**src/hw/lsu_pkg.sv**
```systemverilog
// load/store unit types
`default_nettype none

package lsu_pkg;

  typedef enum logic [3:0] {
    LB, LH, LW, LD,
    LBU, LHU, LWU,
    SB, SH, SW, SD
  } mem_op_e;

  // access size, log2 of the byte count
  typedef enum logic [1:0] {
    SZ_B = 2'd0,
    SZ_H = 2'd1,
    SZ_W = 2'd2,
    SZ_D = 2'd3
  } size_e;

  typedef struct packed {
    logic        is_store;
    size_e       size;
    logic        is_signed;
    logic [31:0] word_idx;
    logic [2:0]  offset;
    logic        split;     // touches two words
    logic        fault;
    logic [63:0] wdata;
  } dec_req_t;

  typedef struct packed {
    logic [63:0] lo_word;
    logic [63:0] hi_word;
    logic [2:0]  offset;
    size_e       size;
    logic        is_signed;
    logic        is_load;
    logic        fault;
  } raw_resp_t;

endpackage

`default_nettype wire

```
**src/hw/lsu_result.sv**
```systemverilog
// load data align and extend
`timescale 1ns/1ps
`default_nettype none

module lsu_result (
  input  wire                  in_valid,
  output logic                 in_ready,
  input  lsu_pkg::raw_resp_t   in_data,
  output logic                 resp_valid,
  output logic [63:0]          resp_rdata,
  output logic                 resp_fault,
  input  wire                  resp_ready
);

  logic [127:0] joined;
  logic [63:0]  ext;
  logic [63:0]  sel;

  assign resp_valid = in_valid;
  assign in_ready   = resp_ready;
  assign resp_fault = in_data.fault;

  always_comb begin
    joined = {in_data.hi_word, in_data.lo_word} >> {in_data.offset, 3'b000};
    sel    = joined[63:0];
    case (in_data.size)
      lsu_pkg::SZ_B: ext = in_data.is_signed ? {{56{sel[7]}}, sel[7:0]} : {56'd0, sel[7:0]};
      lsu_pkg::SZ_H: ext = in_data.is_signed ? {{48{sel[15]}}, sel[15:0]} : {48'd0, sel[15:0]};
      lsu_pkg::SZ_W: ext = in_data.is_signed ? {{32{sel[31]}}, sel[31:0]} : {32'd0, sel[31:0]};
      default:       ext = sel;
    endcase
    // stores and faults return zero
    resp_rdata = (in_data.is_load && !in_data.fault) ? ext : 64'd0;
  end

endmodule

`default_nettype wire

```
**config.mk**
```make
export PLATFORM = sky130hd
export DESIGN_NAME = lsu_result
export DESIGN_NICKNAME = d
export VERILOG_FILES = /design/src/hw/lsu_pkg.sv /design/src/hw/lsu_result.sv
export SDC_FILE = /design/constraint.sdc
export NUM_CORES = 1
export LEC_CHECK = 0
export BUFFER_PORTS_ARGS = -buffer_cell sky130_fd_sc_hd__buf_2
export CAP_MARGIN = 40
export CORE_MARGIN = 2
export CORE_UTILIZATION = 40
export DETAILED_ROUTE_END_ITERATION = 6
export PLACE_DENSITY = 0.83
export REMOVE_ABC_BUFFERS = 1
export SLEW_MARGIN = 20
export SYNTH_ARGS = -nofsm -noshare
export SYNTH_HDL_FRONTEND = slang
export SYNTH_SLANG_ARGS = --single-unit
```
**constraint.sdc**
```tcl
create_clock -name vclk -period 3.6
set_clock_uncertainty 0.15 [all_clocks]
set_input_delay 0.18 -clock vclk [all_inputs]
set_output_delay 0.18 -clock vclk [all_outputs]
set_load 0.01 [all_outputs]
```
; ---- Word level (Yosys, flattened, before mapping)
; Cells that the tools add are included.
[totals]
reg_bits = 0
input_bits = 138
output_inout_bits = 67
word_cells = 11
[op_classes]
eq_ne = 2
shifts = 1
mux = 5
n_reduce_logical = 3
[op_table]
columns = cell, n
row1 = $mux 64, 4
row2 = $pmux 64 s3, 1
row3 = $shr 128x6->64, 1
row4 = $eq 2x1->1 const B, 1
row5 = $eq 2x2->1 const B, 1
row6 = $logic_not 2->1, 1
row7 = $logic_and 1x1->1, 1
row8 = $logic_not 1->1, 1

; ---- Depth between registers and ports, before layout
[depth]
word_depth = 4
ltp_mapped = 9
mapped_depth_nobuf = 5

; ---- Worst setup path after synthesis
; OpenSTA, ideal clock, no wires.
[synth_timing]
path_kind = in2out
from = in in_data[5] (netlist bit)
to = out resp_rdata[40]
t_arrival_ps = 1866
t_required_ps = 3270
slack_ps = 1404
path_stages = 7
n_path_buf = 2
cell_sequence = buf_6 > mux2_4 > mux4_2 > and3_4 > o31ai_4 > buf_6 > nor2_2
[synth_between]
elab_chain_len = 4
word_cells_on_any_way = 6
classes_between = shift (1) / mux (5)
[synth_lines]
columns = element, line
row1 = from (decl), lsu_result.sv:8  ; input lsu_pkg::raw_resp_t in_data,
row2 = $shr 128x6->64 *, lsu_result.sv:24  ; joined = {in_data.hi_word, in_data.lo_word} >> {in_data.offset, 3'b000};
row3 = "$mux 64, on equally long branches", "lsu_result.sv:29, lsu_result.sv:27, lsu_result.sv:28"
row4 = $pmux 64 s3 *, lsu_result.sv:26  ; case (in_data.size)
row5 = $mux 64 *, lsu_result.sv:33  ; resp_rdata = (in_data.is_load && !in_data.fault) ? ext : 64'd0;
row6 = to (decl), lsu_result.sv:10  ; output logic [63:0] resp_rdata,
; Mark *: on every way between the ends. The rest lies on a longest branch, timed or not.

; ---- Worst setup path after layout
[layout_timing]
from = in in_data[5] (netlist bit)
to = out resp_rdata[59]
; Same word-level chain as after synthesis.

==> metrics.md <==
| Metric | Value |
|---|---|
| ANT nets after route | `0` |
| Initial Util | `between 40% and 50%` |
| First-pass DRT Iterations | `5` |
| Hold Vio Cnt, Final | `0` |
| Worst Hold Class | `input pin to output pin` |
| Die height | `101 um` |
| Sequential area share after synthesis | `0%` |
| Register Area | `0 sq um` |
| Main combinational cell family by area after synthesis | `multiplexers` |
| CP Max Fanout | `19` |
| Routability congestion estimate | `0.854` |
| Initial DRC count | `315` |
| Status | `finished, final reports clean` |
| FMAX | `roughly 360 MHz` |
| Comb pwr share | `100.0%` |
| Core area | `9150 sq um` |
| Syn Inst Count | `456` |
| Commonest non-fill, non-tap cell in the layout | `buf_2` |
| Largest net degree at the start of global routing | `97` |
| Net Switching | `325 uW` |
| DRC | `0` |
| Max Slew Vio Count | `0` |
| Critical Path Start Type | `input pin` |
| Area Overhead vs Synth | `25.4%` |
| Final setup fails | `0` |
| Critical Path RT | `3270 ps` |
| Worst Path Arrival | `2430 ps` |
| Cts repair resizes | `0` |
| Final WL | `~13 mm` |
| Area of the multi-input gates | `3440 sq um` |
| Final Util | `51.0%` |
| Setup Total Neg Slack | `0 ps` |
| Initial antenna violation count | `0` |
| Die ar. | `10,100 sq um` |
| Most frequent cells in the layout | `buf_2, nand2_1, mux2i_1, mux4_2, nor2_1` |
| PwrDens | `133 nW/um^2` |
| Layout cells sized above 1 | `between 50% and 60%` |
| RSZ-0062 raised after global routing | `no` |
| Worst Tran Pin Value | `718 ps` |
| Postcts setup bufs | `0` |
| Tmin final | `2760 ps` |
| Gr usage total | `23.9%` |
| DR vias | `4,357` |
| First-pass GRT wire length | `around 20 mm` |
| Sequential cell count | `0` |
| Buffers on Ports | `~190` |
| Synth Area in Adders | `0%` |
| Final HPWL DP | `9.62 mm` |
| Die W | `101 um` |
| Post-Synth Simple-Gate Area | `16.1%` |
| Share of total power in sequential cells | `0%` |
| Setup CP Type | `input pin to output pin` |
| Worst setup EP type | `output pin` |
| Ratio of final minimum period to clock period | `around three quarters` |
| Final nets | `749` |
| Avg Inst Size Synth | `8.17 sq um` |
| Switching Share | `52.3%` |
| Synth Area in XOR/XNOR | `0%` |
| Row count | `35` |
| Number of antenna diodes | `0` |
| Cell variety after synth | `38` |
| CTS hold repair buffers | `0` |
| Gr ovfl total | `0` |
| Internal power | `296 uW` |
| Drt via density | `6.05` |
| Clk pwr share | `0%` |
| Layout clock buffer count | `0` |
| # Max-Cap Violations | `0` |
| Routed len/inst | `17.8 um` |
| Leakage | `~0.0022 uW` |
| Peak VDD IR | `0.114 mV` |
| Mapped Area | `3720 sq um` |
| Mux cell area share after synthesis | `54.6%` |
| Vias in the first global route | `4,145` |
| Synth Area in Compound Gates | `between 20% and 30%` |
| Slew HR | `52.1%` |
| IO Pins | `roughly 200` |
| Filler cell count in the final layout | `~850` |
| Total number of yosys warnings | `0` |
## Yosys cell counts, types with 3 or more instances
master | n | share of area (%)
buf_6 | 4 | 1.2
buf_4 | 6 | 1.2
mux4_2 | 45 | 27
nor2_1 | 38 | 3.8
o21ai_0 | 22 | 3.0
nor2_2 | 9 | 1.5
nand2b_1 | 3 | 0.50
buf_2 | 18 | 2.4
nor2b_1 | 3 | 0.50
o211ai_1 | 6 | 1.2
a21oi_1 | 32 | 4.3
nand2_1 | 74 | 7.5
a211o_1 | 6 | 1.4
mux2_2 | 34 | 10
a211oi_1 | 15 | 3.0
a21oi_2 | 10 | 2.4
nor3_1 | 4 | 0.54
a31oi_1 | 12 | 2.0
a21o_1 | 6 | 1.2
mux2_4 | 3 | 1.2
o31ai_1 | 3 | 0.60
clkbuf_1 | 18 | 1.8
mux2i_1 | 59 | 16
buf_1 | 7 | 0.71
## metrics by stage
stage / worst slack [ps] / hold slack [ps] / std cells / power (uW) / area, sq um
global route: 745 / 210 / 720 / 678 / 4670
global placement: 882 / 210 / 720 / 601 / 4670
finish: 841 / 210 / 720 / 621 / 4670
detailed placement: 868 / 210 / 720 / 616 / 4670
floorplan: 410 / 210 / 403 / 353 / 3450
CTS: 854 / 210 / 720 / 618 / 4670
## area by class of cell
class / count / area share [%]
multi-input combinational: 400 / 73.6
tap: 111 / 2.97
inverter: 3 / 0.241
timing repair buffer: 206 / 23.1
## metal layers
| metal | track usage, % | up-vias | share of wire (%) |
|---|---|---|---|
| li1 | - | 2062 | - |
| met1 | 32.2 | 2052 | 41 |
| met2 | 41.9 | 222 | 50 |
| met3 | 1.87 | 21 | 7.3 |
| met4 | 5.69 | 0 | 1.9 |
| met5 | 0 | - | 0 |
## critical path: stages
cell	delay, ps
buf_4	290
mux2_2	380
mux4_2	510
and3_4	220
o31ai_4	250
buf_4	330
a31oi_1	90
buf_2	160
## worst paths after layout
kind | start | to | depth (start not counted)
worst max-delay path | in_data[5] | resp_rdata[59] | 8
worst min-delay path | in_valid | resp_valid | 0
## cells by family (layout without fill, tap and decap cells)
family	Yosys count	after routing
AOI/OAI and AO/OA	121	121
buffers and inverters	56	209
muxes	141	141
and+or+nand+nor	138	138
## power groups by stage
stage | registers, uW | logic (uW) | clock network (uW)
3_5_place_dp | 0 | 616 | 0
3_3_place_gp | 0 | 601 | 0
4_1_cts | 0 | 618 | 0
2_1_floorplan | 0 | 353 | 0
5_1_grt | 0 | 678 | 0
6_report | 0 | 621 | 0
(Power assumes the default switching activity.)
