===== src/hw/lsu_pkg.sv =====
// load/store unit types
`default_nettype none

package lsu_pkg;

  typedef enum logic [3:0] {
    LB, LH, LW, LD,
    LBU, LHU, LWU,
    SB, SH, SW, SD
  } mem_op_e;

  // access size, log2 of the byte count
  typedef enum logic [1:0] {
    SZ_B = 2'd0,
    SZ_H = 2'd1,
    SZ_W = 2'd2,
    SZ_D = 2'd3
  } size_e;

  typedef struct packed {
    logic        is_store;
    size_e       size;
    logic        is_signed;
    logic [31:0] word_idx;
    logic [2:0]  offset;
    logic        split;     // touches two words
    logic        fault;
    logic [63:0] wdata;
  } dec_req_t;

  typedef struct packed {
    logic [63:0] lo_word;
    logic [63:0] hi_word;
    logic [2:0]  offset;
    size_e       size;
    logic        is_signed;
    logic        is_load;
    logic        fault;
  } raw_resp_t;

endpackage

`default_nettype wire


===== src/hw/mem_map_pkg.sv =====
// data memory map
`default_nettype none

package mem_map_pkg;

  // byte address of ram word 0
  localparam logic [63:0] RAM_BASE = 64'h8000_0000;

  localparam int WORD_W = 64;

  // ram depth in words unless the top overrides it
  localparam int DEFAULT_RAM_WORDS = 256;

endpackage

`default_nettype wire


===== src/hw/lsu_decode.sv =====
// request decode
`timescale 1ns/1ps
`default_nettype none

module lsu_decode #(
  parameter int ram_words = mem_map_pkg::DEFAULT_RAM_WORDS
) (
  input  wire                  req_valid,
  output logic                 req_ready,
  input  lsu_pkg::mem_op_e     req_op,
  input  wire  [63:0]          req_addr,
  input  wire  [63:0]          req_wdata,
  output logic                 out_valid,
  output lsu_pkg::dec_req_t    out_data,
  input  wire                  out_ready
);

  logic [63:0] rel_addr;
  logic [63:0] word_full;
  logic [63:0] last_word;
  logic [3:0]  nbytes;
  logic        below_base;

  assign out_valid = req_valid;
  assign req_ready = out_ready;

  always_comb begin
    out_data.is_store  = 1'b0;
    out_data.is_signed = 1'b0;
    case (req_op)
      lsu_pkg::LB:  begin out_data.size = lsu_pkg::SZ_B; out_data.is_signed = 1'b1; end
      lsu_pkg::LH:  begin out_data.size = lsu_pkg::SZ_H; out_data.is_signed = 1'b1; end
      lsu_pkg::LW:  begin out_data.size = lsu_pkg::SZ_W; out_data.is_signed = 1'b1; end
      lsu_pkg::LBU: out_data.size = lsu_pkg::SZ_B;
      lsu_pkg::LHU: out_data.size = lsu_pkg::SZ_H;
      lsu_pkg::LWU: out_data.size = lsu_pkg::SZ_W;
      lsu_pkg::SB:  begin out_data.size = lsu_pkg::SZ_B; out_data.is_store = 1'b1; end
      lsu_pkg::SH:  begin out_data.size = lsu_pkg::SZ_H; out_data.is_store = 1'b1; end
      lsu_pkg::SW:  begin out_data.size = lsu_pkg::SZ_W; out_data.is_store = 1'b1; end
      lsu_pkg::SD:  begin out_data.size = lsu_pkg::SZ_D; out_data.is_store = 1'b1; end
      default:      out_data.size = lsu_pkg::SZ_D; // LD and unused codes
    endcase

    below_base = req_addr < mem_map_pkg::RAM_BASE;
    rel_addr   = req_addr - mem_map_pkg::RAM_BASE;
    word_full  = {3'b000, rel_addr[63:3]};
    nbytes     = 4'd1 << out_data.size;

    out_data.offset   = rel_addr[2:0];
    out_data.word_idx = word_full[31:0];
    out_data.split    = ({1'b0, rel_addr[2:0]} + nbytes) > 4'd8;

    // second word of a split access must also be inside the window
    last_word      = word_full + 64'(out_data.split);
    out_data.fault = below_base || (last_word >= 64'(ram_words));

    out_data.wdata = req_wdata;
  end

endmodule

`default_nettype wire


===== config.mk =====
export PLATFORM = sky130hd
export DESIGN_NAME = lsu_decode
export DESIGN_NICKNAME = d
export VERILOG_FILES = /design/src/hw/lsu_pkg.sv /design/src/hw/mem_map_pkg.sv /design/src/hw/lsu_decode.sv
export SDC_FILE = /design/constraint.sdc
export NUM_CORES = 1
export LEC_CHECK = 0
export BUFFER_PORTS_ARGS = -buffer_cell sky130_fd_sc_hd__buf_2
export CAP_MARGIN = 40
export CORE_ASPECT_RATIO = 1.4
export CORE_UTILIZATION = 37
export DETAILED_ROUTE_END_ITERATION = 8
export PLACE_DENSITY = 0.76
export SETUP_SLACK_MARGIN = 0.4
export SYNTH_ARGS = -nofsm -noshare
export SYNTH_HDL_FRONTEND = slang
export SYNTH_SLANG_ARGS = --single-unit

===== constraint.sdc =====
create_clock -name vclk -period 10.3
set_clock_uncertainty 0.1 [all_clocks]
set_input_delay 1.03 -clock vclk [all_inputs]
set_output_delay 1.03 -clock vclk [all_outputs]
set_load 0.1 [all_outputs]

==> Word-level counts from Yosys, hierarchy flattened <==
Index checks and enable logic that the tools add are counted.
{ "word_totals": {"input_bits": 134, "word_cells": 26, "output_inout_bits": 107, "register_bits": 0} }
{ "op_classes": {"eq_ne": 9, "muxes": 3, "n_addsub": 3, "n_reduce_logical": 7, "n_lt_le_gt_ge": 3, "n_shift": 1} }
{ "ops": {"columns": ["cell", "n"], "rows": [
  ["$lt 64x32->1 const B", 1],
  ["$sub 64x32->64 const B", 1],
  ["$add 61x1->62", 1],
  ["$ge 62x9->1 const B", 1],
  ["$eq 4x3->1 const B", 4],
  ["$eq 4x4->1 const B", 3],
  ["$reduce_or 3->1", 4],
  ["$pmux 2 s3", 1],
  ["$add 3x4->4", 1],
  ["$eq 4x1->1 const B", 1],
  ["$eq 4x2->1 const B", 1],
  ["$gt 4x4->1 const B", 1],
  ["$logic_not 4->1", 1],
  ["$reduce_or 4->1", 1],
  ["$shl 1x2->4 const A", 1],
  ["$mux 1", 2],
  ["$logic_or 1x1->1", 1]
]} }

==> Depth between registers and ports, before layout <==
{ "depth": {"depth_word": 9, "mapped_depth": 22, "depth_no_buf": 21} }

==> Least setup slack after synthesis <==
No wires, ideal clock.
{ "synth_timing": {"path_type": "in2out", "start": "input port req_op[2]", "end": "output port out_data[64] (netlist bit)", "path_buffers": 0, "path_stages": 18, "path_slack_ps": 1526, "t_arrival_ps": 7644, "required_ps": 9170, "cell_sequence": "nand2b_1 -> mux2i_1 -> nand2b_1 -> inv_1 -> ha_1 -> a21o_1 -> a21oi_1 -> xnor2_1 -> a31oi_1 -> ha_1 -> nand3_1 -> or4_1 -> or3_1 -> or4b_1 -> nor4_2 -> a41oi_1 -> or4_1 -> or4_1"} }
{ "synth_rtl": {"columns": ["element", "line", "rtl"], "rows": [
  ["start, declared", "lsu_decode.sv:10", "input lsu_pkg::mem_op_e req_op,"],
  ["end, declared", "lsu_decode.sv:14", "output lsu_pkg::dec_req_t out_data,"]
]} }

==> flow_summary.toml <==
[status]
status = "finished, final reports clean"

[yosys]
synth_cells = 606
synth_seq_area_share_pct = 0
mappedNetlistArea_sq_um = 3910
yosysWarnings = 0
synth.avg_cell_area_sq_um = 6.45
syn-num-nets = 748
yosysUniqueCellTypes = 73

[cells_and_area]
nets = 741
layout_common_cells = "109 x buf_2, 48 x nor2_1, 47 x nand2_1"
seqCellArea_sq_um = 0
nFlopsAndLatches = 0
final_common_cell = "buf_2"
area_delta_synth_final_pct = -2.50
final.clkbuf_count = 0
drive_gt1_share_pct = 22.3
diodes = 0

[pwr]
p_per_area_nw_per_um2 = 47.7
p_total_uw = 182
p_leak_nw = 1.31
peakVddDrop_mv = 0.0408

[grt]
grt_pass1_vias = 4256
grt_max_degree = 16
antenna_found_initial = 0
overflow = 0
grt_pass1_wl_microns = 20800
track_usage_pct = 24.2

[floorplan]
num_rows = 44
initial_core_util_pct = 37.8
core_sq_um = 10300
dieArea_sq_um = 11000
dieWidth_microns = 88.9
fp.dieH_microns = 124
io_pins = 241

[placed_design]
place_hpwl_microns = 11700
place.gp.congestion = 0.973
portBuffers = 109

[worst_setup_path]
cp-start-kind = "primary input"
end_kind = "output port"
path_class = "in2out"
crit_path_top_delay_cell = "nor4_2"
slowest_delay_ns = 0.58
arrival_ns = 6.40
path_max_fanout = 7
required_ns = 9.17
cp_num_buf_inv = 3
crit_family = "simple AND/OR/NAND/NOR gates"
crit_top_cell = "or4_1"
crit_chain = "buf_2 > nand2b_1 > mux2i_1 > nand2b_1 > inv_1 > ha_1 > a21o_1 > a21oi_1 > xnor2_1 > a31oi_1 > ha_1 > nand3_1 > or4_1 > or3_1 > or4b_1 > nor4_2 > a41oi_1 > or4_1 > or4_1 > buf_2"

[drt]
ant_nets = 0
drtPass1Iterations = 5
drt-initial-drc-count = 245
dr_total_vias = 4500
viasPerCell = 6.12
wirelength_microns = 13700
wl_per_cell_microns = 18.7
drc = 0

[flow_run]
drv_cap = 0

[sta]
rsz0062_at_grt = "no"
finalCriticalPeriod_ns = 7.53
drv_slew = 0
fin_crit_sh_pct = 73.1
maxSlewHeadroom_pct = 32.6
hold_viol_final = 0
setup_viol = 0
fmax_ghz = 0.133
fin_tns_setup_ns = 0
worstMarginPinSlew_ns = 1.00

[cts]
cts_hold_buf = 0
ctsResizeCount = 0
postCtsSetupRepairBufs = 0

[hold_path]
hp-class = "in2out"
-- Yosys cell counts (16+ instances only) --
| cell | instances | area (sq um) |
|---|---|---|
| nor3_1 | 35 | 175 |
| xnor2_1 | 22 | 193 |
| nor4_1 | 20 | 125 |
| nand3_1 | 35 | 175 |
| a21oi_1 | 19 | 95.1 |
| nand4_1 | 29 | 181 |
| clkbuf_1 | 17 | 63.8 |
| buf_4 | 97 | 728 |
| inv_1 | 16 | 60.1 |
| or4_1 | 17 | 128 |
| nand2_1 | 47 | 176 |
| nor2_1 | 48 | 180 |
| o21ai_0 | 19 | 95.1 |
-- layout make-up --
| type | instances | area [sq um] |
|---|---|---|
| fill | 1197 | 6540 |
| timing repair buffer | 109 | 546 |
| tap | 138 | 173 |
| multi-input combinational | 472 | 3030 |
| inverter | 16 | 60.1 |
-- metal layers --
layer	up-vias	GRT usage, %	routed length [microns]
li1	2169	-	-
met4	0	13.6	763
met3	65	4.17	932
met1	2079	22.3	4490
met2	187	48.3	7540
met5	-	0	0
-- final timing paths --
path | start | endpoint | slack [ns] | depth (start not counted)
max | req_op[2] | out_data[64] | 2.77 | 20
min | req_wdata[12] | out_data[12] | 1.96 | 0
-- power by group --
part	leakage (nW)	total [mW]	switching, mW	internal (mW)
clock	0	0	0	0
sequential	0	0	0	0
combinational	1.31	0.182	0.139	0.0428
-- stage by stage --
| stage | cell area, sq um | setup WS (ns) | hold slack (ns) | util, % | instances |
|---|---|---|---|---|---|
| after floorplan | 3910 | 1.53 | 2.17 | - | 606 |
| after global routing | 3810 | 2.34 | 1.96 | 36.8 | 735 |
| after global placement | 3810 | 2.80 | 1.96 | 36.8 | 735 |
| after CTS | 3810 | 2.74 | 1.96 | 36.8 | 735 |
| after detailed placement | 3810 | 2.76 | 1.96 | 36.8 | 735 |
| final | 3810 | 2.77 | 1.96 | 36.8 | 735 |
-- kinds of logic (layout without fill, tap and decap cells) --
logic type,Yosys count,count (layout),synth area share (%)
multiplexers,11,11,2.94
AND/OR/NAND/NOR,310,310,45.1
XOR/XNOR,37,37,8.29
buffers and inverters,134,125,22.4
adder cells (fa/ha/maj),8,8,2.75
AO/OA/AOI/OAI,106,106,18.5
(Power assumes the default switching activity.)
