===== src/hw/pipe_stage.sv =====
// valid/ready skid stage
`timescale 1ns/1ps
`default_nettype none

module pipe_stage #(
  parameter type payload_t = logic [7:0]
) (
  input  wire      clk,
  input  wire      rst,
  input  wire      in_valid,
  output logic     in_ready,
  input  payload_t in_data,
  output logic     out_valid,
  output payload_t out_data,
  input  wire      out_ready
);

  payload_t skid_data;
  logic     skid_valid;
  logic     skid_valid_d;
  logic     main_take;
  logic     accept;

  always_comb begin
    main_take    = out_ready || !out_valid; // output slot free next edge
    accept       = in_valid && in_ready;
    skid_valid_d = skid_valid;
    if (main_take) begin
      skid_valid_d = 1'b0;
    end else if (accept) begin
      skid_valid_d = 1'b1;
    end
  end

  always_ff @(posedge clk) begin
    if (rst) begin
      out_valid  <= 1'b0;
      skid_valid <= 1'b0;
      in_ready   <= 1'b0;
    end else begin
      if (main_take) begin
        out_valid <= skid_valid || accept;
      end
      skid_valid <= skid_valid_d;
      in_ready   <= !skid_valid_d;
    end
  end

  always_ff @(posedge clk) begin
    if (main_take) begin
      out_data <= skid_valid ? skid_data : in_data;
    end
    if (!main_take && accept) begin
      skid_data <= in_data;
    end
  end

endmodule

`default_nettype wire


===== config.mk =====
export PLATFORM = sky130hd
export DESIGN_NAME = pipe_stage
export DESIGN_NICKNAME = d
export VERILOG_FILES = /design/src/hw/pipe_stage.sv
export SDC_FILE = /design/constraint.sdc
export NUM_CORES = 1
export LEC_CHECK = 0
export BUFFER_PORTS_ARGS = -buffer_cell sky130_fd_sc_hd__buf_2
export CORE_MARGIN = 1
export CORE_UTILIZATION = 45
export CTS_BUF_LIST = sky130_fd_sc_hd__clkbuf_8
export DETAILED_ROUTE_END_ITERATION = 8
export PLACE_DENSITY = 0.7
export SYNTH_ARGS = -nofsm -noshare
export SYNTH_HDL_FRONTEND = slang
export SYNTH_SLANG_ARGS = --single-unit

===== constraint.sdc =====
create_clock -name clk -period 2.1 [get_ports clk]
set_clock_uncertainty 0.2 [all_clocks]
set_input_delay 0.21 -clock clk [delete_from_list [all_inputs] [get_ports clk]]
set_output_delay 0.21 -clock clk [all_outputs]
set_load 0.01 [all_outputs]

# Word-level counts from Yosys, hierarchy flattened
# Cells that the tools add are included.
# classes
n_mux	3
n_reduce_logical	7
# op_table
operator	n
$mux W8	1
$logic_not A1 Y1	3
$logic_and A1 B1 Y1	2
$logic_or A1 B1 Y1	2
$mux W1	2
# totals
regBits	19
out_inout_bits	10
in_bits	12

# Longest topological paths before layout
# Gate-level depths: netlist of the first run.
# depth
ltp_word	4
depth_mapped	3
ltp_nobuf	2

# Worst setup path before layout of the first run
# No wires, ideal clock.
# synth_path
path_kind	reg2reg
from	reg out_valid
to	reg skid_data[0] (netlist name) (enable)
setup_slack_ps	471
stages_incl_launch_ff	3
t_arrival_ps	1059
period_less_slack_ps	1629
cell_sequence	dfxtp_1 > nand2b_1 > nor2_1
# synth_via
elab_chain_len	4
# synth_rtl
element	line_no	text
from (decl)	13	output logic out_valid,
from (signal assigned)	42	out_valid <= skid_valid || accept;
$logic_not A1 Y1	25	main_take = out_ready || !out_valid;
$logic_or A1 B1 Y1	25	
named net main_take	21	logic main_take;
$logic_not A1 Y1	53	if (!main_take && accept) begin
$logic_and A1 B1 Y1	53	
to (signal assigned)	54	skid_data <= in_data;
to (decl)	18	payload_t skid_data;
# The timed path passes the listed nets, and every way through them passes these cells.
# A chain may end at the register's enable or synchronous reset.

# Worst setup path after layout of the first run
# layout_path
from	reg skid_valid
to	reg out_data[6] (netlist name) (data pin)
# layout_via
elab_chain_len	1
# layout_rtl
element	line_no	text
from (decl)	19	logic skid_valid;
from (signal assigned)	44	skid_valid <= skid_valid_d;
$mux W8	51	out_data <= skid_valid ? skid_data : in_data;
to (signal assigned)	51	
to (decl)	14	output payload_t out_data,
# Every way passes these cells.

==> results of run 1 <==
[layer usage]
metal	GRT usage, %	wire length, µm	vias to the layer above
met4	5.81	0	0
li1	-	-	202
met3	2.61	42	0
met1	14.5	452	184
met5	0	0	-
met2	20.9	485	13
[registers in the layout, summed over array words and instances, names as in the netlist]
signal,count
out_data,8
out_valid,1
skid_data,8
skid_valid,1
in_ready,1
[metrics by stage]
stage | worst slack, ps | instances
6_report | 659 | 86
5_1_grt | 610 | 86
4_1_cts | 648 | 86
3_5_place_dp | 655 | 73
3_3_place_gp | 669 | 73
2_1_floorplan | 471 | 35
[Yosys cell counts]
cell,instances
nor2_1,1
a21oi_2,1
nand2b_1,1
edfxtp_1,16
a21oi_1,1
o21ba_1,1
nand2_1,1
buf_6,1
nor3_1,1
mux2_4,8
dfxtp_1,3
[path summary, 6_finish.rpt]
check,slack [ps],to,cells past startpoint,startpoint
worst max-delay path,660,out_data[6],1,skid_valid
worst min-delay path,80,out_valid,3,in_valid
worst max register to register,660,out_data[6],1,skid_valid
worst min register to register,350,out_data[0],1,skid_data[0]
[area by class of cell]
| class | count | area [µm²] | share of cell area, % |
|---|---|---|---|
| sequential | 19 | 541 | 55.2 |
| clock buffer | 3 | 41.3 | 4.22 |
| tap | 16 | 20.0 | 2.05 |
| multi-input combinational | 15 | 163 | 16.6 |
| timing repair buffer | 32 | 210 | 21.5 |
| clock inverter | 1 | 3.75 | 0.384 |
[kinds of logic (layout without fill, tap and decap cells)]
family,Yosys count,in the layout,synth area share [%]
buf+inv,1,36,1.58
flops,19,19,75.7
compound gates,3,3,3.33
mux,8,8,16.8
simple gates,4,4,2.63
[cell usage in the layout (no fill, tap or decap)]
| master | netlist | routed |
|---|---|---|
| o21ba_1 | 1 | 1 |
| nor2_1 | 1 | 1 |
| clkbuf_8 | 0 | 3 |
| inv_1 | 0 | 1 |
| nand2b_1 | 1 | 1 |
| nand2_1 | 1 | 1 |
| buf_2 | 0 | 21 |
| mux2_4 | 8 | 8 |
| a21oi_1 | 1 | 1 |
| a21oi_2 | 1 | 1 |
| edfxtp_1 | 16 | 16 |
| buf_4 | 0 | 2 |
| dfxtp_1 | 3 | 3 |
| nor3_1 | 1 | 1 |
| dlygate4sd3_1 | 0 | 9 |
[worst min-delay path, delay by kind of cell]
| family | cells | cell delay, ps |
|---|---|---|
| compound gates | 2 | 180 |
| buf+inv | 1 | 100 |
[power by group through the flow]
stage | logic (mW) | registers (mW) | clock network [mW]
2_1_floorplan | 0.0194 | 0.444 | 0
3_3_place_gp | 0.0533 | 0.437 | 0
3_5_place_dp | 0.0544 | 0.437 | 0
4_1_cts | 0.0673 | 0.429 | 0.246
5_1_grt | 0.0721 | 0.430 | 0.264
6_report | 0.0665 | 0.429 | 0.239
[repair_timing]
| item | 4_1_cts | 5_1_grt |
|---|---|---|
| hold buffers | 9 | 0 |
| buffers inserted | 0 | 0 |
| hold endpoints to repair | 10 | 0 |
==> results.py, run 1 <==
metrics = {
    "clocking": {
        "clkSlewWorstSetupHoldPaths_ps": 70,
        "cts_resized": 0,
        "cts_buffers": 3,
        "cts_tree": "yes",
        "numClockSinks": 19,
        "cts_buffer_depth": 2,
        "root_buffer": "clkbuf_8",
        "cts-htree-levels": 1,
        "clock_latency_ps": 250,
    },
    "yosys": {
        "syn_nets": 47,
        "synth_warnings": 0,
        "synthCells": 35,
        "synth.distinct_cells": 11,
        "yosys-top-cells-area": "edfxtp_1 67%, mux2_4 17%, dfxtp_1 8.4%",
        "synth_area_um2": 714,
        "yosys.area.top_type": "edfxtp_1",
        "synth_seq_cells": 19,
        "avgSynthCellArea_um2": 20.4,
        "synth.top_cell.area_share_pct": 67.3,
        "synth.yosys.seq_area_share_pct": 75.7,
    },
    "layout": {
        "utilization_pct": 65.7,
        "drive_gt1_share_pct": 50.0,
        "stdcell_area_um2": 978,
        "nets": 83,
        "syn2layout_area_growth_pct": 37.0,
        "diodes": 0,
        "fillers": 107,
    },
    "grt": {
        "antenna_found_initial": 0,
        "grt_overflow": 0,
        "grt_pass1_wl_mm": 1.57,
        "grtUsageTotal_pct": 12.2,
        "grt_pass1_vias": 405,
        "grt_max_degree": 12,
    },
    "drt": {
        "avgRoutedWirePerCell_um": 11.4,
        "vias": 399,
        "viasPerCell": 4.64,
        "drcViolationCount": 0,
        "ant_nets": 0,
        "first_pass_iters": 1,
        "routed_wl_um": 981,
        "initialDrtViolationCount": 0,
    },
    "sta": {
        "tightestPinTransition_ps": 526,
        "fin_tns_setup_ps": 0,
        "whs_ps": 84.0,
        "slew_headroom_pct": 64.9,
        "max_freq_mhz": 694,
        "fin_crit_sh_pct": 68.6,
        "period_needed_ps": 1440,
        "setup_viol": 0,
        "slew_viol_final": 0,
        "rsz0062_at_grt": "no",
        "hold_viol": 0,
    },
    "place": {
        "place_congestion": 0.687,
        "place_area_um2": 843,
        "io_buffers": 21,
    },
    "worst_setup_path": {
        "critPathSlowestCell": "dfxtp_1",
        "start_kind": "flip-flop",
        "path_buf_inv": 0,
        "cp_top_family": "flip-flops",
        "cp_data_required_time_ps": 1900,
        "critPathKind": "flip-flop to flip-flop",
        "slowest_delay_ps": 650,
        "crit_path_max_fanout": 9,
        "crit_chain": "mux2_4",
        "endpoint_kind": "flip-flop",
        "crit_arrival_ps": 1240,
    },
    "power": {
        "p_sw_share_pct": 19.0,
        "power.density_mw_per_mm2": 750,
        "p_int_mw": 0.595,
        "ir_drop_uv": 487,
        "seq_power_share_pct": 58.4,
        "p_clk_share_pct": 32.5,
        "combPwrFrac_pct": 9.1,
        "switching_power_mw": 0.139,
        "p_total_mw": 0.734,
        "leakage_nw": 0.406,
    },
    "floorplanning": {
        "core-area_mm2": 0.00149,
        "ios": 22,
        "initial_core_util_pct": 48.0,
        "die_h_um": 41.8,
        "dieArea_mm2": 0.00175,
        "dieWidth_um": 41.8,
        "num_rows": 14,
    },
    "hold_path": {
        "hp-class": "input pin to flip-flop",
    },
    "flow_run": {
        "timing.max_cap.violations": 0,
    },
    "outcome": {
        "status": "finished, final reports clean",
    },
}
(Power assumes the default switching activity.)
==> run 2, diff against run 1 <==
Clock period 2.1 ns to 1.4 ns, I/O delays scaled along.
==> results.py, run 2 (synthesized netlist as in run 1, its figures left out) <==
metrics = {
    "floorplanning": {
        "dieWidth_um": 41.8,
        "die_h_um": 41.8,
        "dieArea_mm2": 0.00175,
        "initial_core_util_pct": 48.0,
        "num_rows": 14,
        "core-area_mm2": 0.00149,
        "ios": 22,
    },
    "layout": {
        "reg_top3": "out_data x8, skid_data x8",
        "fillers": 106,
        "regArea_um2": 541,
        "drive_gt1_share_pct": 54.9,
        "syn2layout_area_growth_pct": 39.6,
        "stdcell_area_um2": 997,
        "multi_input_area_um2": 173,
        "diodes": 0,
        "final_common_cell": "buf_2",
        "nets": 84,
        "final_cell_mix": "21 x buf_2, 16 x edfxtp_1, 9 x dlygate4sd3_1",
    },
    "place": {
        "place_area_um2": 861,
        "io_buffers": 21,
        "place_congestion": 0.657,
        "pre_cts_slack_ps": 136,
    },
    "clocking": {
        "cts_hold_buf": 9,
        "cts_resized": 0,
        "clkSlewWorstSetupHoldPaths_ps": 70,
        "cts_tree": "yes",
        "root_buffer": "clkbuf_8",
        "cts-htree-levels": 1,
        "cts_setup_buffers": 0,
        "cts_buffer_depth": 2,
        "numClockSinks": 19,
        "cts_buffers": 3,
        "clock_latency_ps": 250,
    },
    "drt": {
        "routed_wl_mm": 1.18,
        "wl_met2_um": 673,
        "ant_nets": 0,
        "vias": 428,
        "first_pass_iters": 4,
        "initialDrtViolationCount": 2,
        "wl_met3_um": 60,
        "drcViolationCount": 0,
        "avgRoutedWirePerCell_um": 13.6,
        "routed.top_layer": "met4",
        "viasPerCell": 4.92,
        "wl_met1_um": 442,
    },
    "grt": {
        "antenna_found_initial": 0,
        "grt_overflow": 0,
        "grtUsageTotal_pct": 15.2,
        "grt_max_degree": 12,
        "grt_pass1_wl_mm": 1.88,
        "grt_pass1_vias": 453,
    },
    "worst_setup_path": {
        "endpoint_kind": "flip-flop",
        "crit_path_start": "in_data[7]",
        "critPathSlowestCell": "dlygate4sd3_1",
        "crit_chain": "dlygate4sd3_1 -> buf_2 -> mux2_4",
        "crit_arrival_ps": 1090,
        "start_kind": "input pin",
        "worstReg2RegStart": "skid_valid",
        "cp_data_required_time_ps": 1200,
        "path_buf_inv": 2,
        "crit_path_max_fanout": 2,
        "cp_top_family": "buffers and inverters",
        "critPathKind": "input pin to flip-flop",
        "slowest_delay_ps": 540,
    },
    "sta": {
        "max_freq_mhz": 779,
        "whs_ps": 25.9,
        "period_needed_ps": 1280,
        "fin_tns_setup_ps": 0,
        "slew_viol_final": 0,
        "final_critical_path_setup_slack_ps": 117,
        "slew_headroom_pct": 83.7,
        "setup_viol": 0,
        "fin_crit_sh_pct": 91.6,
        "rsz0062_at_grt": "no",
        "hold_viol": 0,
        "tightestPinTransition_ps": 244,
    },
    "power": {
        "power.density_mw_per_mm2": 1120,
        "ir_drop_uv": 613,
        "p_total_mw": 1.11,
        "leakage_nw": 0.411,
    },
    "hold_path": {
        "hp-class": "input pin to flip-flop",
        "hp-start": "in_valid",
    },
    "flow_run": {
        "timing.max_cap.violations": 0,
    },
    "outcome": {
        "status": "finished, final reports clean",
    },
}
==> run 2: worst paths after layout <==
path	endpoint	slack (ps)	cells after the start
worst min register to register	out_data[3]	350	1
worst max-delay path	out_data[7]	120	3
worst max register to register	out_data[4]	130	2
worst min-delay path	out_valid	30	3
==> run 2: through the flow <==
step,util [%],instances
finish,67.0,87
CTS,67.0,87
global route,67.0,87
floorplan,-,35
global placement,57.8,74
detailed placement,57.8,74
==> run 2: where the power goes <==
group | total, mW | internal, mW | switching (mW) | leakage (nW)
logic | 0.105 | 0.0627 | 0.0425 | 0.205
registers | 0.643 | 0.636 | 0.00630 | 0.181
clock network | 0.365 | 0.197 | 0.168 | 0.0255
==> run 2: final cells by class <==
class	count	share of cell area, %
clock inverters	1	0.502
well taps	16	2.01
clock buffers	3	4.14
repair buffers	33	21.8
multi-input cells	15	17.3
flip-flops and latches	19	54.2
==> run 2: per-layer routing <==
layer	global-route usage [%]	vias up
met2	29.7	18
met4	7.74	0
li1	-	207
met3	2.61	2
met5	0	-
met1	14.7	201
==> run 2: tightest hold or removal path, delay by kind of cell <==
family,cells,cell delay (ps)
buf+inv,1,100
compound gates,2,200
==> run 3, diff against run 2 <==
Settings changed: CORE_UTILIZATION 45 to 51, PLACE_DENSITY 0.7 to 0.78.
==> results.py, run 3 (synthesized netlist as in run 1, its figures left out) <==
metrics = {
    "sta": {
        "hold_viol": 0,
        "fin_tns_setup_ps": 0,
        "period_needed_ps": 1310,
        "final_critical_path_setup_slack_ps": 86.4,
        "fin_crit_sh_pct": 93.8,
        "rsz0062_at_grt": "no",
        "slew_viol_final": 0,
        "setup_viol": 0,
        "tightestPinTransition_ps": 239,
        "slew_headroom_pct": 84.0,
        "max_freq_mhz": 761,
    },
    "drt": {
        "first_pass_iters": 4,
        "initialDrtViolationCount": 9,
        "vias": 431,
        "drcViolationCount": 0,
        "viasPerCell": 5.01,
        "avgRoutedWirePerCell_um": 16.8,
        "ant_nets": 0,
        "routed_wl_mm": 1.45,
    },
    "power": {
        "p_total_mw": 1.12,
        "leakage_nw": 0.415,
        "ir_drop_uv": 767,
        "power.density_mw_per_mm2": 1110,
    },
    "grt": {
        "grt_pass1_wl_mm": 2.19,
        "grt_pass1_vias": 442,
        "grt_overflow": 0,
        "antenna_found_initial": 0,
        "grt_max_degree": 12,
        "grtUsageTotal_pct": 22.7,
    },
    "clocking": {
        "cts-htree-levels": 1,
        "cts_hold_buf": 9,
        "cts_buffers": 3,
        "cts_tree": "yes",
        "cts_resized": 0,
        "clock_latency_ps": 250,
        "numClockSinks": 19,
        "cts_buffer_depth": 2,
        "root_buffer": "clkbuf_8",
        "clkSlewWorstSetupHoldPaths_ps": 70,
        "cts_setup_buffers": 0,
    },
    "worst_setup_path": {
        "rr_worst_depth": 2,
        "cp_top_family": "flip-flops",
        "start_kind": "flip-flop",
        "crit_arrival_ps": 1120,
        "crit_path_max_fanout": 7,
        "path_buf_inv": 1,
        "critPathKind": "flip-flop to flip-flop",
        "slowest_delay_ps": 400,
        "endpoint_kind": "flip-flop",
        "rr_endpoint": "out_data[0]",
        "cp_data_required_time_ps": 1200,
        "r2r_setup_slack_ps": 90,
        "crit_chain": "buf_12 -> mux2_4",
        "critPathSlowestCell": "dfxtp_1",
        "worstReg2RegStart": "skid_valid",
    },
    "layout": {
        "final_common_cell": "buf_2",
        "diodes": 0,
        "reg_top3": "out_data x8, skid_data x8",
        "drive_gt1_share_pct": 53.5,
        "syn2layout_area_growth_pct": 41.0,
        "nets": 84,
        "final_cell_mix": "21 x buf_2, 16 x edfxtp_1, 9 x dlygate4sd3_1",
        "fillers": 83,
    },
    "outcome": {
        "status": "finished, final reports clean",
    },
    "floorplanning": {
        "dieArea_mm2": 0.00155,
        "ios": 22,
        "num_rows": 13,
        "core-area_mm2": 0.00130,
        "dieWidth_um": 39.4,
        "initial_core_util_pct": 54.9,
        "die_h_um": 39.4,
    },
    "place": {
        "pre_cts_slack_ps": 118,
        "place_congestion": 0.701,
        "hpwl_um": 820,
        "io_buffers": 21,
    },
    "hold_path": {
        "worst_hold_path.endpoint": "out_valid",
        "hp-class": "input pin to flip-flop",
        "min_path_cells": 3,
        "hp-start": "in_valid",
    },
    "flow_run": {
        "timing.max_cap.violations": 0,
    },
}
## run 3: cell count changes in the layout (fill, tap and decap cells not counted), sizes merged
cell,before,now
clkinv,1,0
inv,0,1
## run 3: layer usage
metal	track usage [%]	wire length (µm)	vias to the layer above
met5	0	0	-
met2	41.4	805	18
met3	3.41	54	0
met1	27.8	587	209
li1	-	-	204
met4	5.17	0	0
## run 3: layout make-up
class,instances,area [µm²],area share (%)
clock inverters,1,3.75,0.373
flip-flops and latches,19,541,53.7
repair buffers,33,230,22.9
clock buffers,3,41.3,4.10
multi-input cells,15,173,17.1
well taps,15,18.8,1.86
## run 3: metrics by stage
step	instance area, µm²	instances	util [%]	hold WS, ps
4_1_cts	1010	86	77.4	35.6
5_1_grt	1010	86	77.4	27.2
6_report	1010	86	77.4	29.0
2_1_floorplan	724	35	-	9.07
3_3_place_gp	872	73	67.0	131
3_5_place_dp	872	73	67.0	132
## run 3: tightest hold or removal path, cell delays in order
cell and delay, ps:
buf_2 100, a21oi_2 70, a21oi_1 130
## run 3: power by group
| part | internal (mW) | switching, mW |
|---|---|---|
| Sequential | 0.636 | 0.00753 |
| Clock | 0.195 | 0.173 |
| Combinational | 0.0633 | 0.0448 |
| Total | 0.894 | 0.225 |
## run 3: worst max-delay path by stage
stage               startpoint           end  slack (ps)  cells after the start
finish              skid_valid   out_data[0]          90                      2
global placement    skid_valid   out_data[2]         160                      2
CTS                 skid_valid   out_data[0]         110                      2
detailed placement  skid_valid   out_data[0]         120                      2
global route        skid_valid   out_data[0]          60                      2
floorplan            out_valid  skid_data[0]          90                      2
