## src/hw/lsu_pkg.sv

```systemverilog
// load/store unit types
`default_nettype none

package lsu_pkg;

  typedef enum logic [3:0] {
    LB, LH, LW, LD,
    LBU, LHU, LWU,
    SB, SH, SW, SD
  } mem_op_e;

  // access size, log2 of the byte count
  typedef enum logic [1:0] {
    SZ_B = 2'd0,
    SZ_H = 2'd1,
    SZ_W = 2'd2,
    SZ_D = 2'd3
  } size_e;

  typedef struct packed {
    logic        is_store;
    size_e       size;
    logic        is_signed;
    logic [31:0] word_idx;
    logic [2:0]  offset;
    logic        split;     // touches two words
    logic        fault;
    logic [63:0] wdata;
  } dec_req_t;

  typedef struct packed {
    logic [63:0] lo_word;
    logic [63:0] hi_word;
    logic [2:0]  offset;
    size_e       size;
    logic        is_signed;
    logic        is_load;
    logic        fault;
  } raw_resp_t;

endpackage

`default_nettype wire

```

## src/hw/lsu_execute.sv

```systemverilog
// beat sequencer
`timescale 1ns/1ps
`default_nettype none

module lsu_execute (
  input  wire                  clk,
  input  wire                  rst,
  input  wire                  in_valid,
  output logic                 in_ready,
  input  lsu_pkg::dec_req_t    in_data,
  output logic                 ram_en,
  output logic                 ram_we,
  output logic [31:0]          ram_addr,
  output logic [63:0]          ram_wdata,
  output logic [7:0]           ram_be,
  input  wire  [63:0]          ram_rdata,
  output logic                 out_valid,
  output lsu_pkg::raw_resp_t   out_data,
  input  wire                  out_ready
);

  typedef enum logic [2:0] {
    S_IDLE,
    S_BEAT1,
    S_BEAT2,
    S_RWAIT,
    S_HOLD
  } state_e;

  state_e            state;
  lsu_pkg::dec_req_t req_q;
  logic [63:0]       first_q;  // low word of a split load
  logic [63:0]       last_q;
  logic [63:0]       last_word;
  logic [127:0]      wimg;
  logic [15:0]       base_mask;
  logic [15:0]       mask;

  assign in_ready  = state == S_IDLE;
  assign out_valid = (state == S_RWAIT) || (state == S_HOLD);

  always_comb begin
    case (req_q.size)
      lsu_pkg::SZ_B: base_mask = 16'h0001;
      lsu_pkg::SZ_H: base_mask = 16'h0003;
      lsu_pkg::SZ_W: base_mask = 16'h000f;
      default:       base_mask = 16'h00ff;
    endcase
    mask = base_mask << req_q.offset;
    wimg = {64'd0, req_q.wdata} << {req_q.offset, 3'b000};
  end

  always_comb begin
    ram_en    = 1'b0;
    ram_we    = 1'b0;
    ram_addr  = req_q.word_idx;
    ram_wdata = wimg[63:0];
    ram_be    = 8'h00;
    if (state == S_BEAT1) begin
      ram_en = 1'b1;
      ram_we = req_q.is_store;
      ram_be = req_q.is_store ? mask[7:0] : 8'h00;
    end else if (state == S_BEAT2) begin
      ram_en    = 1'b1;
      ram_we    = req_q.is_store;
      ram_addr  = req_q.word_idx + 32'd1;
      ram_wdata = wimg[127:64];
      ram_be    = req_q.is_store ? mask[15:8] : 8'h00;
    end
  end

  // last word comes straight from the ram in read wait, from the register in hold
  assign last_word = (state == S_RWAIT) ? ram_rdata : last_q;

  always_comb begin
    out_data.offset    = req_q.offset;
    out_data.size      = req_q.size;
    out_data.is_signed = req_q.is_signed;
    out_data.is_load   = !req_q.is_store;
    out_data.fault     = req_q.fault;
    out_data.lo_word   = 64'd0;
    out_data.hi_word   = 64'd0;
    if (!req_q.is_store && !req_q.fault) begin
      out_data.lo_word = req_q.split ? first_q : last_word;
      out_data.hi_word = req_q.split ? last_word : 64'd0;
    end
  end

  always_ff @(posedge clk) begin
    if (rst) begin
      state <= S_IDLE;
    end else begin
      case (state)
        S_IDLE: if (in_valid) state <= in_data.fault ? S_HOLD : S_BEAT1;
        S_BEAT1: begin
          if (req_q.split) state <= S_BEAT2;
          else state <= req_q.is_store ? S_HOLD : S_RWAIT;
        end
        S_BEAT2: state <= req_q.is_store ? S_HOLD : S_RWAIT;
        S_RWAIT: state <= out_ready ? S_IDLE : S_HOLD;
        S_HOLD:  if (out_ready) state <= S_IDLE;
        default: state <= S_IDLE;
      endcase
    end
  end

  always_ff @(posedge clk) begin
    if (state == S_IDLE && in_valid) req_q <= in_data;
    if (state == S_BEAT2) first_q <= ram_rdata; // read of beat one
    if (state == S_RWAIT) last_q <= ram_rdata;
  end

endmodule

`default_nettype wire

```

## config.mk

```make
export PLATFORM = sky130hd
export DESIGN_NAME = lsu_execute
export DESIGN_NICKNAME = d
export VERILOG_FILES = /design/src/hw/lsu_pkg.sv /design/src/hw/lsu_execute.sv
export SDC_FILE = /design/constraint.sdc
export NUM_CORES = 1
export LEC_CHECK = 0
export ABC_AREA = 1
export BUFFER_PORTS_ARGS = -buffer_cell sky130_fd_sc_hd__buf_2
export CAP_MARGIN = 5
export CORE_ASPECT_RATIO = 1.5
export CORE_MARGIN = 2
export CORE_UTILIZATION = 30
export DETAILED_ROUTE_END_ITERATION = 10
export PLACE_DENSITY_LB_ADDON = 0.25
export SLEW_MARGIN = 10
export SYNTH_ARGS = -nofsm -noshare
export SYNTH_HDL_FRONTEND = slang
export SYNTH_SLANG_ARGS = --single-unit
```

## constraint.sdc

```tcl
create_clock -name clk -period 6.5 [get_ports clk]
set_input_delay 1.3 -clock clk [delete_from_list [all_inputs] [get_ports clk]]
set_output_delay 1.3 -clock clk [all_outputs]
set_load 0.01 [all_outputs]
```

Word level (Yosys, flattened, before mapping)

Cells that the tools add are included.

Register bits after elaboration: 236
Input bits: 173

$add $sub $neg: 1
Equal/unequal tests: 8
Shift-type cells: 2
Muxes and demuxes: 24
Reductions and logical operators: 8

Operators by type and width:

| cell                    | count |
|---|---|
| $mux W64                | 5 |
| $mux W128               | 1 |
| $shl A64 B6 Y128        | 1 |
| $mux W32                | 2 |
| $add A32 B1 Y32 const B | 1 |
| $mux W8                 | 4 |
| $pmux W8 S3             | 1 |
| $mux W3                 | 6 |
| $shl A16 B3 Y16         | 1 |
| $pmux W3 S5             | 1 |
| $eq A3 B2 Y1 const B    | 2 |
| $mux W1                 | 4 |
| $ne A2 B2 Y1 const B    | 2 |
| $eq A3 B1 Y1 const B    | 1 |
| $eq A3 B3 Y1 const B    | 1 |
| $logic_not A3 Y1        | 1 |
| $eq A2 B1 Y1 const B    | 1 |
| $eq A2 B2 Y1 const B    | 1 |
| $logic_and A1 B1 Y1     | 2 |
| $logic_not A1 Y1        | 2 |
| $logic_not A2 Y1        | 1 |
| $reduce_and A2 Y1       | 1 |
| $logic_or A1 B1 Y1      | 1 |

Depth between registers and ports, before layout

Gate-level depths: netlist of the first run.

Depth after elaboration: 6
Gate-level depth with buffers: 9
Gate-level depth less buffers: 9

Worst setup path before layout of the first run

No wires, ideal clock.

Path type: input-to-reg
Start point: input port in_valid
End point: register req_q (netlist bit out_data[0]) (enable)
Library setup time: 0.570 ns
Arrival time: 5.687 ns
Path slack: 0.244 ns
Cell stages on the path: 2
Path buffers: 0
Cell sequence: inv_1 nor2_1

Longest elaborated chain between the ends: 1

Ends and longest elaborated chain:

| what                 | RTL line           | text |
|---|---|---|
| start, declared      | lsu_execute.sv:8   | `input wire in_valid,` |
| $logic_and A1 B1 Y1  | lsu_execute.sv:108 | `if (state == S_IDLE && in_valid) req_q <= in_data;` |
| end signal, assigned | lsu_execute.sv:108 |  |
| end, declared        | lsu_execute.sv:31  | `lsu_pkg::dec_req_t req_q;` |

Every way passes these cells.
A chain may end at the register's enable or synchronous reset.

Worst setup path after layout of the first run

Start point: register req_q (netlist bit out_data[6])
End point: output port ram_wdata[2]

Longest elaborated chain between the ends: 3

Ends and longest elaborated chain:

| what               | RTL line          | text |
|---|---|---|
| $shl A64 B6 Y128 * | lsu_execute.sv:50 | `wimg = {64'd0, req_q.wdata} << {req_q.offset, 3'b000};` |
| $mux W64           | lsu_execute.sv:63 | `end else if (state == S_BEAT2) begin` |
| $mux W64 *         | lsu_execute.sv:59 | `if (state == S_BEAT1) begin` |
| end, declared      | lsu_execute.sv:14 | `output logic [63:0] ram_wdata,` |

Mark *: on every way between the ends. The rest lies on a longest branch, timed or not.

==> metrics.txt, run 1 <==
CP Launch Point=out_data[6]$_DFFE_PP_; Final setup viols=0; largest area contributor in the netlist=edfxtp_1; Mapped Cells=1,567; Die ar.=0.04350 mm2; met3 WL=~3500 um; dpl cells=roughly 2,500; CORE AREA=between 0.04 and 0.05 mm2; I/O Pins=about 420; Sequential Area=around 0.0064 mm2; Levels on crit path=6; Max-Cap Viols=0; Initial DRC Count=between 700 and 800; initial antenna violation count=5; minimum clock period=roughly 4.6 ns; # rows=91; Yosys reg bits=236; Crit. End Element=primary output; WL/cell=18.54 um; CTS tree=built; Post-Syn Nets=~1,700; Synth top area share=0.4045; worst slew pin tran=about 0.99 ns; Fin. Hold Viols=0; area of the multi-input gates=~0.0047 mm2; worst hold stages=3; Die Ht=about 250 um; share of layout cells above drive strength 1=0.2540; Reg clk slew, reported paths=around 0.060 ns; vias per cell=~4.7; critical-path maximum fanout=roughly 60; Skew-Pair Late Insertion Delay=between 0.5 and 0.6 ns; total CTS buffers=26; CP max stage cell=inv_2; most common cell in the netlist=nand2_1; Met1 Wirelength=around 17,000 um; fin nets=2,107; Crit path max-delay family=buffers and inverters; Synth area leaders=edfxtp_1 (40%), nand2_1 (13%), dfxtp_1 (11%); die width=about 170 um; gpl congestion=0.9718; top post-synthesis cells by count=nand2_1 (434), inv_1 (273), edfxtp_1 (169), nor2_1 (129), o21ai_0 (91); Setup TNS=0 ns; total number of vias=approximately 12,000; pwr dens=324.0 mW/mm2; VDD IR-drop max=roughly 250 uV; worst path bufs/invs=2; CTS root buf=clkbuf_16; first-pass GRT wire length=around 67,000 um; I/O Buffers=between 400 and 500; maximum clock frequency=about 0.22 GHz; max incr delay on CP=around 0.73 ns; async set-reset flop share out of synthesis=0; worst hold-check path type=reg -> reg; CP required=between 5 and 6 ns; # Post-CTS Setup Buffers=0; Highest Signal Layer=met5; reg2reg start=state[2]$_SDFFE_PP0P_; vias in the first global route=~12,000; DRC Markers=0; Clock Sinks=236; Power Total=about 0.0051 W; Hold Startpoint=last_q[31]$_DFF_P_; P_leak=approximately 8 nW; Initial Utilization=0.3044; status=complete, no violations; unrepaired setup endpoints after global routing=no; CTS Buffer Depth=3; synth warn=0; count of cell types in the netlist=35; clock skew=between 0.01 and 0.015 ns; final std cells w/o fill=approximately 2,500; CP Cell Sequence=inv_2, nand2_1, o22ai_1, nand2_1, nand3_1, buf_2; CP dominant cell by count=nand2_1; Avg Inst Size Synth=approximately 8.0 um2; filler cell count=4,391; CP Launch Type=flop; slew margin rel.=0.3371; final wirelength=between 40,000 and 50,000 um; max-slew violations=0; Reg2Reg Depth=6; post-synthesis sequential area ratio=0.5115; Worst EP arrival=approximately 3.3 ns; detailed placer's ending HPWL=35,630 um; grt total ovfl=0; number of flops mapped to enable cells by yosys=169; cts repair resizes=0; gr usage total=0.2054; Syn Std Cell Area=0.01254 mm2; WS Path Type=reg -> out; DR WL met2=23,550 um; number of antenna-violating nets in the routed design=0; H-tree depth=1; Tcrit/Tclk final=0.7098; # hold bufs at CTS=0; router iterations before antenna repair=5; Most used DFF post-synth=edfxtp_1; Syn-to-layout area delta=26.58%; largest net degree at the start of global routing=76
## report_power, final
group / total [W] / leakage, nW / internal (W) / switching (W)
Clock: 0.00158 / 0.445 / 0.000933 / 0.000642
Sequential: 0.00206 / 2.14 / 0.00193 / 0.000123
Combinational: 0.00151 / 5.40 / 0.000536 / 0.000977
Total: 0.00514 / 7.98 / 0.00340 / 0.00174
## worst min-delay path, cell delays in order, from the launching register on
cell	delay (ns)
dfxtp_1	0.30
nand2_1	0.05
o21a_1	0.12
inv_1	0.05
## area by class of cell
class / count / area share
flip-flops and latches: 236 / 0.4041
multi-input cells: 964 / 0.2933
repair buffers: 425 / 0.1354
inverters: 280 / 0.06635
clock buffers: 31 / 0.04413
well taps: 558 / 0.04397
clock inverters: 17 / 0.01253
diodes: 2 / 0.0003152
## worst paths after layout
kind,to,slack (ns)
max reg2reg,last_q[4]$_DFF_P_,4.25
min reg2reg,last_q[31]$_DFF_P_,0.55
max,ram_wdata[2],1.89
min,last_q[31]$_DFF_P_,0.55
## per-stage QoR
step	hold slack (ns)	util	area, um2	worst slack [ns]
after CTS	0.5438	0.3851	15870	1.895
after detailed placement	0.5296	0.3633	14970	2.489
after floorplan	0.5089	-	12540	0.2437
final	0.5463	0.3853	15880	1.886
after global placement	0.5202	0.3633	14970	2.504
after global routing	0.5760	0.3852	15880	1.662
## cells in the final DEF (no fill, tap or decap), drive strengths merged
cell      synthesis  layout
nand2           439     439
buf              60     425
inv             279     283
edfxtp          169     169
nor2            140     140
o21ai            92      92
o22ai            89      89
nand3            72      72
dfxtp            67      67
o21a             65      65
clkbuf           27      31
o211ai           18      18
nand4            12      12
xor2             11      11
clkinv            1       9
xnor2             7       7
nand3b            6       6
nor3              5       5
bufinv            0       4
a21oi             3       3
diode             0       2
or2               2       2
o21bai            1       1
a211oi            1       1
ha                1       1
clkinvlp          0       1
## cells by family (layout without fill, tap and decap cells)
family | count (synthesis) | in the layout | synth area share
other cells | 0 | 2 | 0
flops | 236 | 236 | 0.5115
simple gates | 676 | 676 | 0.2217
xor+xnor | 18 | 18 | 0.01257
fa+ha+maj | 1 | 1 | 0.0009972
compound gates | 269 | 269 | 0.1332
buf+inv | 367 | 753 | 0.1201
## registers in the layout, indices dropped and copies added, names as in the netlist
name      cells
last_q       64
state         3
first_q      64
out_data      7
req_q        98
## per-layer routing
layer  GRT usage  up-vias
met3     0.04764      106
met4      0.1140        6
met5           0        -
met1      0.2163     5476
met2      0.3740      479
li1            -     5813
Power figures use the tool's default switching activity.
==> inputs of run 2 (changes only) <==
ABC_AREA = 0   (was 1)
clock period = 4.28 ns   (was 6.5 ns; I/O delays follow)
==> metrics.txt, run 2 <==
status=complete, no violations; largest net degree at the start of global routing=71 (-6.6%); reg2reg start=state[1]$_SDFFE_PP0P_; worst slew pin tran=0.9385 ns (-0.05444 ns); Post-Syn Nets=1,269 (-27%); grt total ovfl=0 (unchanged); share of layout cells above drive strength 1=0.3585 (+0.1046); Reg clk slew, reported paths=0.06 ns (about the same); minimum clock period=approximately 4 ns; router iterations before antenna repair=5 (unchanged); vias per cell=4.896 (+3.6%); die width=165.0 um (-3.5%); Crit path max-delay family=simple AND/OR/NAND/NOR gates; Synth top area share=0.4353 (+0.03079); filler cell count=3,879 (-12%); final wirelength=38,590 um (-17%); Biggest register=req_q; CTS tree=built; crit path capture=ram_addr[31]; pre-CTS WS=0.5636 ns (-1.925 ns); VDD IR-drop max=312.4 uV (+24%); # rows=88 (-3.3%); maximum clock frequency=0.2502 GHz; Die ar.=0.04048 mm2 (-6.9%); CTS root buf=clkbuf_16; total number of vias=9,778 (-18%); number of flops mapped to enable cells by yosys=169 (unchanged); max-slew violations=0 (unchanged); WL/cell=19.32 um (+4.2%); r2r setup slk=1.76 ns (-2.49 ns); async set-reset flop share out of synthesis=0 (unchanged); DRC Markers=0 (unchanged); Initial Utilization=0.3034 (-0.0009863); clock skew=0.01490 ns (+0.003528 ns); P_leak=7.017 nW (-12%); detailed placer's ending HPWL=28,790 um (-19%); Clock Sinks=236 (unchanged); slew margin rel.=0.3728 (+0.03574); Reg2Reg Depth=4 (-2); Power Total=0.006119 W (+19%); H-tree depth=1 (unchanged); count of cell types in the netlist=51 (+46%); I/O Buffers=416 (unchanged); Worst EP arrival=3.14 ns (-0.17 ns); worst path bufs/invs=3 (+1); Fin. Hold Viols=0 (unchanged); WS Path Type=reg -> out; Most used DFF post-synth=edfxtp_1; Mapped Cells=1,095 (-30%); Tcrit/Tclk final=0.9338; final std cells w/o fill=1,997 (-21%); Synth area leaders=edfxtp_1 (44%), dfxtp_1 (12%), mux2i_1 (8.9%); CORE AREA=0.03843 mm2 (-6.8%); pwr dens=405.7 mW/mm2 (+25%); number of antenna-violating nets in the routed design=0 (unchanged); I/O Pins=417 (unchanged); CP required=3.42 ns (-1.78 ns); Levels on crit path=7 (+1); unrepaired setup endpoints after global routing=no; max incr delay on CP=0.50 ns (-0.23 ns); Syn-to-layout area delta=29.39%; Crit. End Element=primary output; Setup TNS=0 ns (unchanged); first-pass GRT wire length=57,400 um (-14%); fin nets=1,649 (-22%); CP Cell Sequence=or3b_1, buf_4, inv_8, nand4_4, nor4_1, xor2_1, buf_2; post-route cell area=0.01508 mm2 (-5.0%); top post-synthesis cells by count=edfxtp_1 (169), nand2_1 (133), mux2i_1 (104), o21ai_0 (84), nor2_1 (82); CTS Buffer Depth=3 (unchanged); Placed Area=0.01416 mm2 (-5.4%); max reg flops=98 (unchanged); gr usage total=0.1841 (-0.02129); CP Launch Type=flop; worst hold-check path type=reg -> reg; Max-Cap Viols=0 (unchanged); most common cell in the netlist=edfxtp_1; Yosys reg bits=236 (unchanged); most common cell after layout, fill and taps aside=buf_2; total CTS buffers=26 (unchanged); CP Launch Point=state[1]$_SDFFE_PP0P_; most frequent cells in the layout=buf_2 (416), edfxtp_1 (169), nand2_1 (131), mux2i_1 (104), o21ai_0 (84); CP max stage cell=dfxtp_1; Skew-Pair Late Insertion Delay=0.55 ns (about the same); largest registers=req_q: 98 flops, first_q: 64 flops, last_q: 64 flops; largest area contributor in the netlist=edfxtp_1; Avg Inst Size Synth=10.65 um2 (+33%); Initial DRC Count=557 (-23%); vias in the first global route=10,050 (-13%); gpl congestion=0.8963 (-7.8%); Die Ht=245.4 um (-3.5%); dpl cells=1,942 (-21%); FF-to-FF End=first_q[52]$_DFFE_PP_; Final setup viols=0 (unchanged); critical-path maximum fanout=70 (+15%); synth warn=0 (unchanged); worst setup margin=0.2835 ns (-1.603 ns); initial antenna violation count=15 (+10); Syn Std Cell Area=0.01166 mm2 (-7.1%); post-synthesis sequential area ratio=0.5504 (+0.03892)
## run 2: changes by cell type after synthesis, sizes merged, moves of 13 or more
cell     before  now
o2bb2ai       0   33
nand2       439  134
mux2i         0  104
mux2          0   41
clkbuf       27   40
o22ai        89   17
nor2        140   82
o211ai       18    0
buf          60   44
o21a         65    4
inv         279   71
## run 2: kinds of logic (layout without fill, tap and decap cells)
family | Yosys count | in the layout | synth area share
AOI/OAI and AO/OA | 179 | 179 | 0.09874
xor gates and xnor gates | 31 | 31 | 0.02329
adders and majority gates | 2 | 2 | 0.001932
buffers and inverters | 156 | 556 | 0.05764
DFF | 236 | 236 | 0.5504
muxes | 145 | 145 | 0.1289
other | 0 | 7 | 0
and+or+nand+nor | 346 | 346 | 0.1391
## run 2: metrics by stage
step	hold slack, ns	utilization
after global routing	0.4560	0.3925
after CTS	0.4397	0.3920
after detailed placement	0.4626	0.3686
after global placement	0.4513	0.3686
after floorplan	0.4430	-
final	0.4699	0.3925
## run 2: repair_timing
action	CTS	global route
resized for setup	1	1
setup endpoints to repair	6	3
endpoints found under the hold margin	0	0
buffers inserted	0	0
pin swaps	0	0
hold buffers	0	0
## run 2: how the worst min path moves through the flow
stage / endpoint / cells past startpoint / start / slack [ns]
CTS: out_data[4]$_DFFE_PP_ / 1 / in_data[103] / 0.44
global route: req_q[14]$_DFFE_PP_ / 1 / in_data[14] / 0.46
detailed placement: last_q[52]$_DFF_P_ / 2 / last_q[52]$_DFF_P_ / 0.46
finish: last_q[52]$_DFF_P_ / 2 / last_q[52]$_DFF_P_ / 0.47
global placement: last_q[25]$_DFF_P_ / 2 / last_q[25]$_DFF_P_ / 0.45
floorplan: last_q[0]$_DFF_P_ / 2 / last_q[0]$_DFF_P_ / 0.44
## run 2: power breakdown
part / switching (W) / internal [W]
registers: 0.000102 / 0.00265
clock network: 0.000945 / 0.00138
logic: 0.000635 / 0.000408
## run 2: worst reg2reg max path: cells and delay by family (launching register included)
| family | cells | cell delay [ns] |
|---|---|---|
| buffers and inverters | 3 | 1.24 |
| DFF | 1 | 0.50 |
| and+or+nand+nor | 1 | 0.38 |
## run 2: cell type report
cell class,count,area (um2),share of cell area
Timing Repair Buffer,436,2270,0.1505
Sequential cell,236,6416,0.4254
Tap cell,495,619.3,0.04106
Clock inverter,10,87.58,0.005807
Clock buffer,38,809.5,0.05367
Antenna cell,7,17.52,0.001161
Inverter,72,277.8,0.01842
Multi-Input combinational cell,703,4586,0.3040
## run 2: layer usage
metal  track usage  wire, um  vias to the layer above
met5             0        92                        -
met4       0.07136      1446                       14
met3       0.05650      3161                       82
met2        0.3342     19770                      379
met1        0.1974     14120                     4627
li1              -         -                     4676
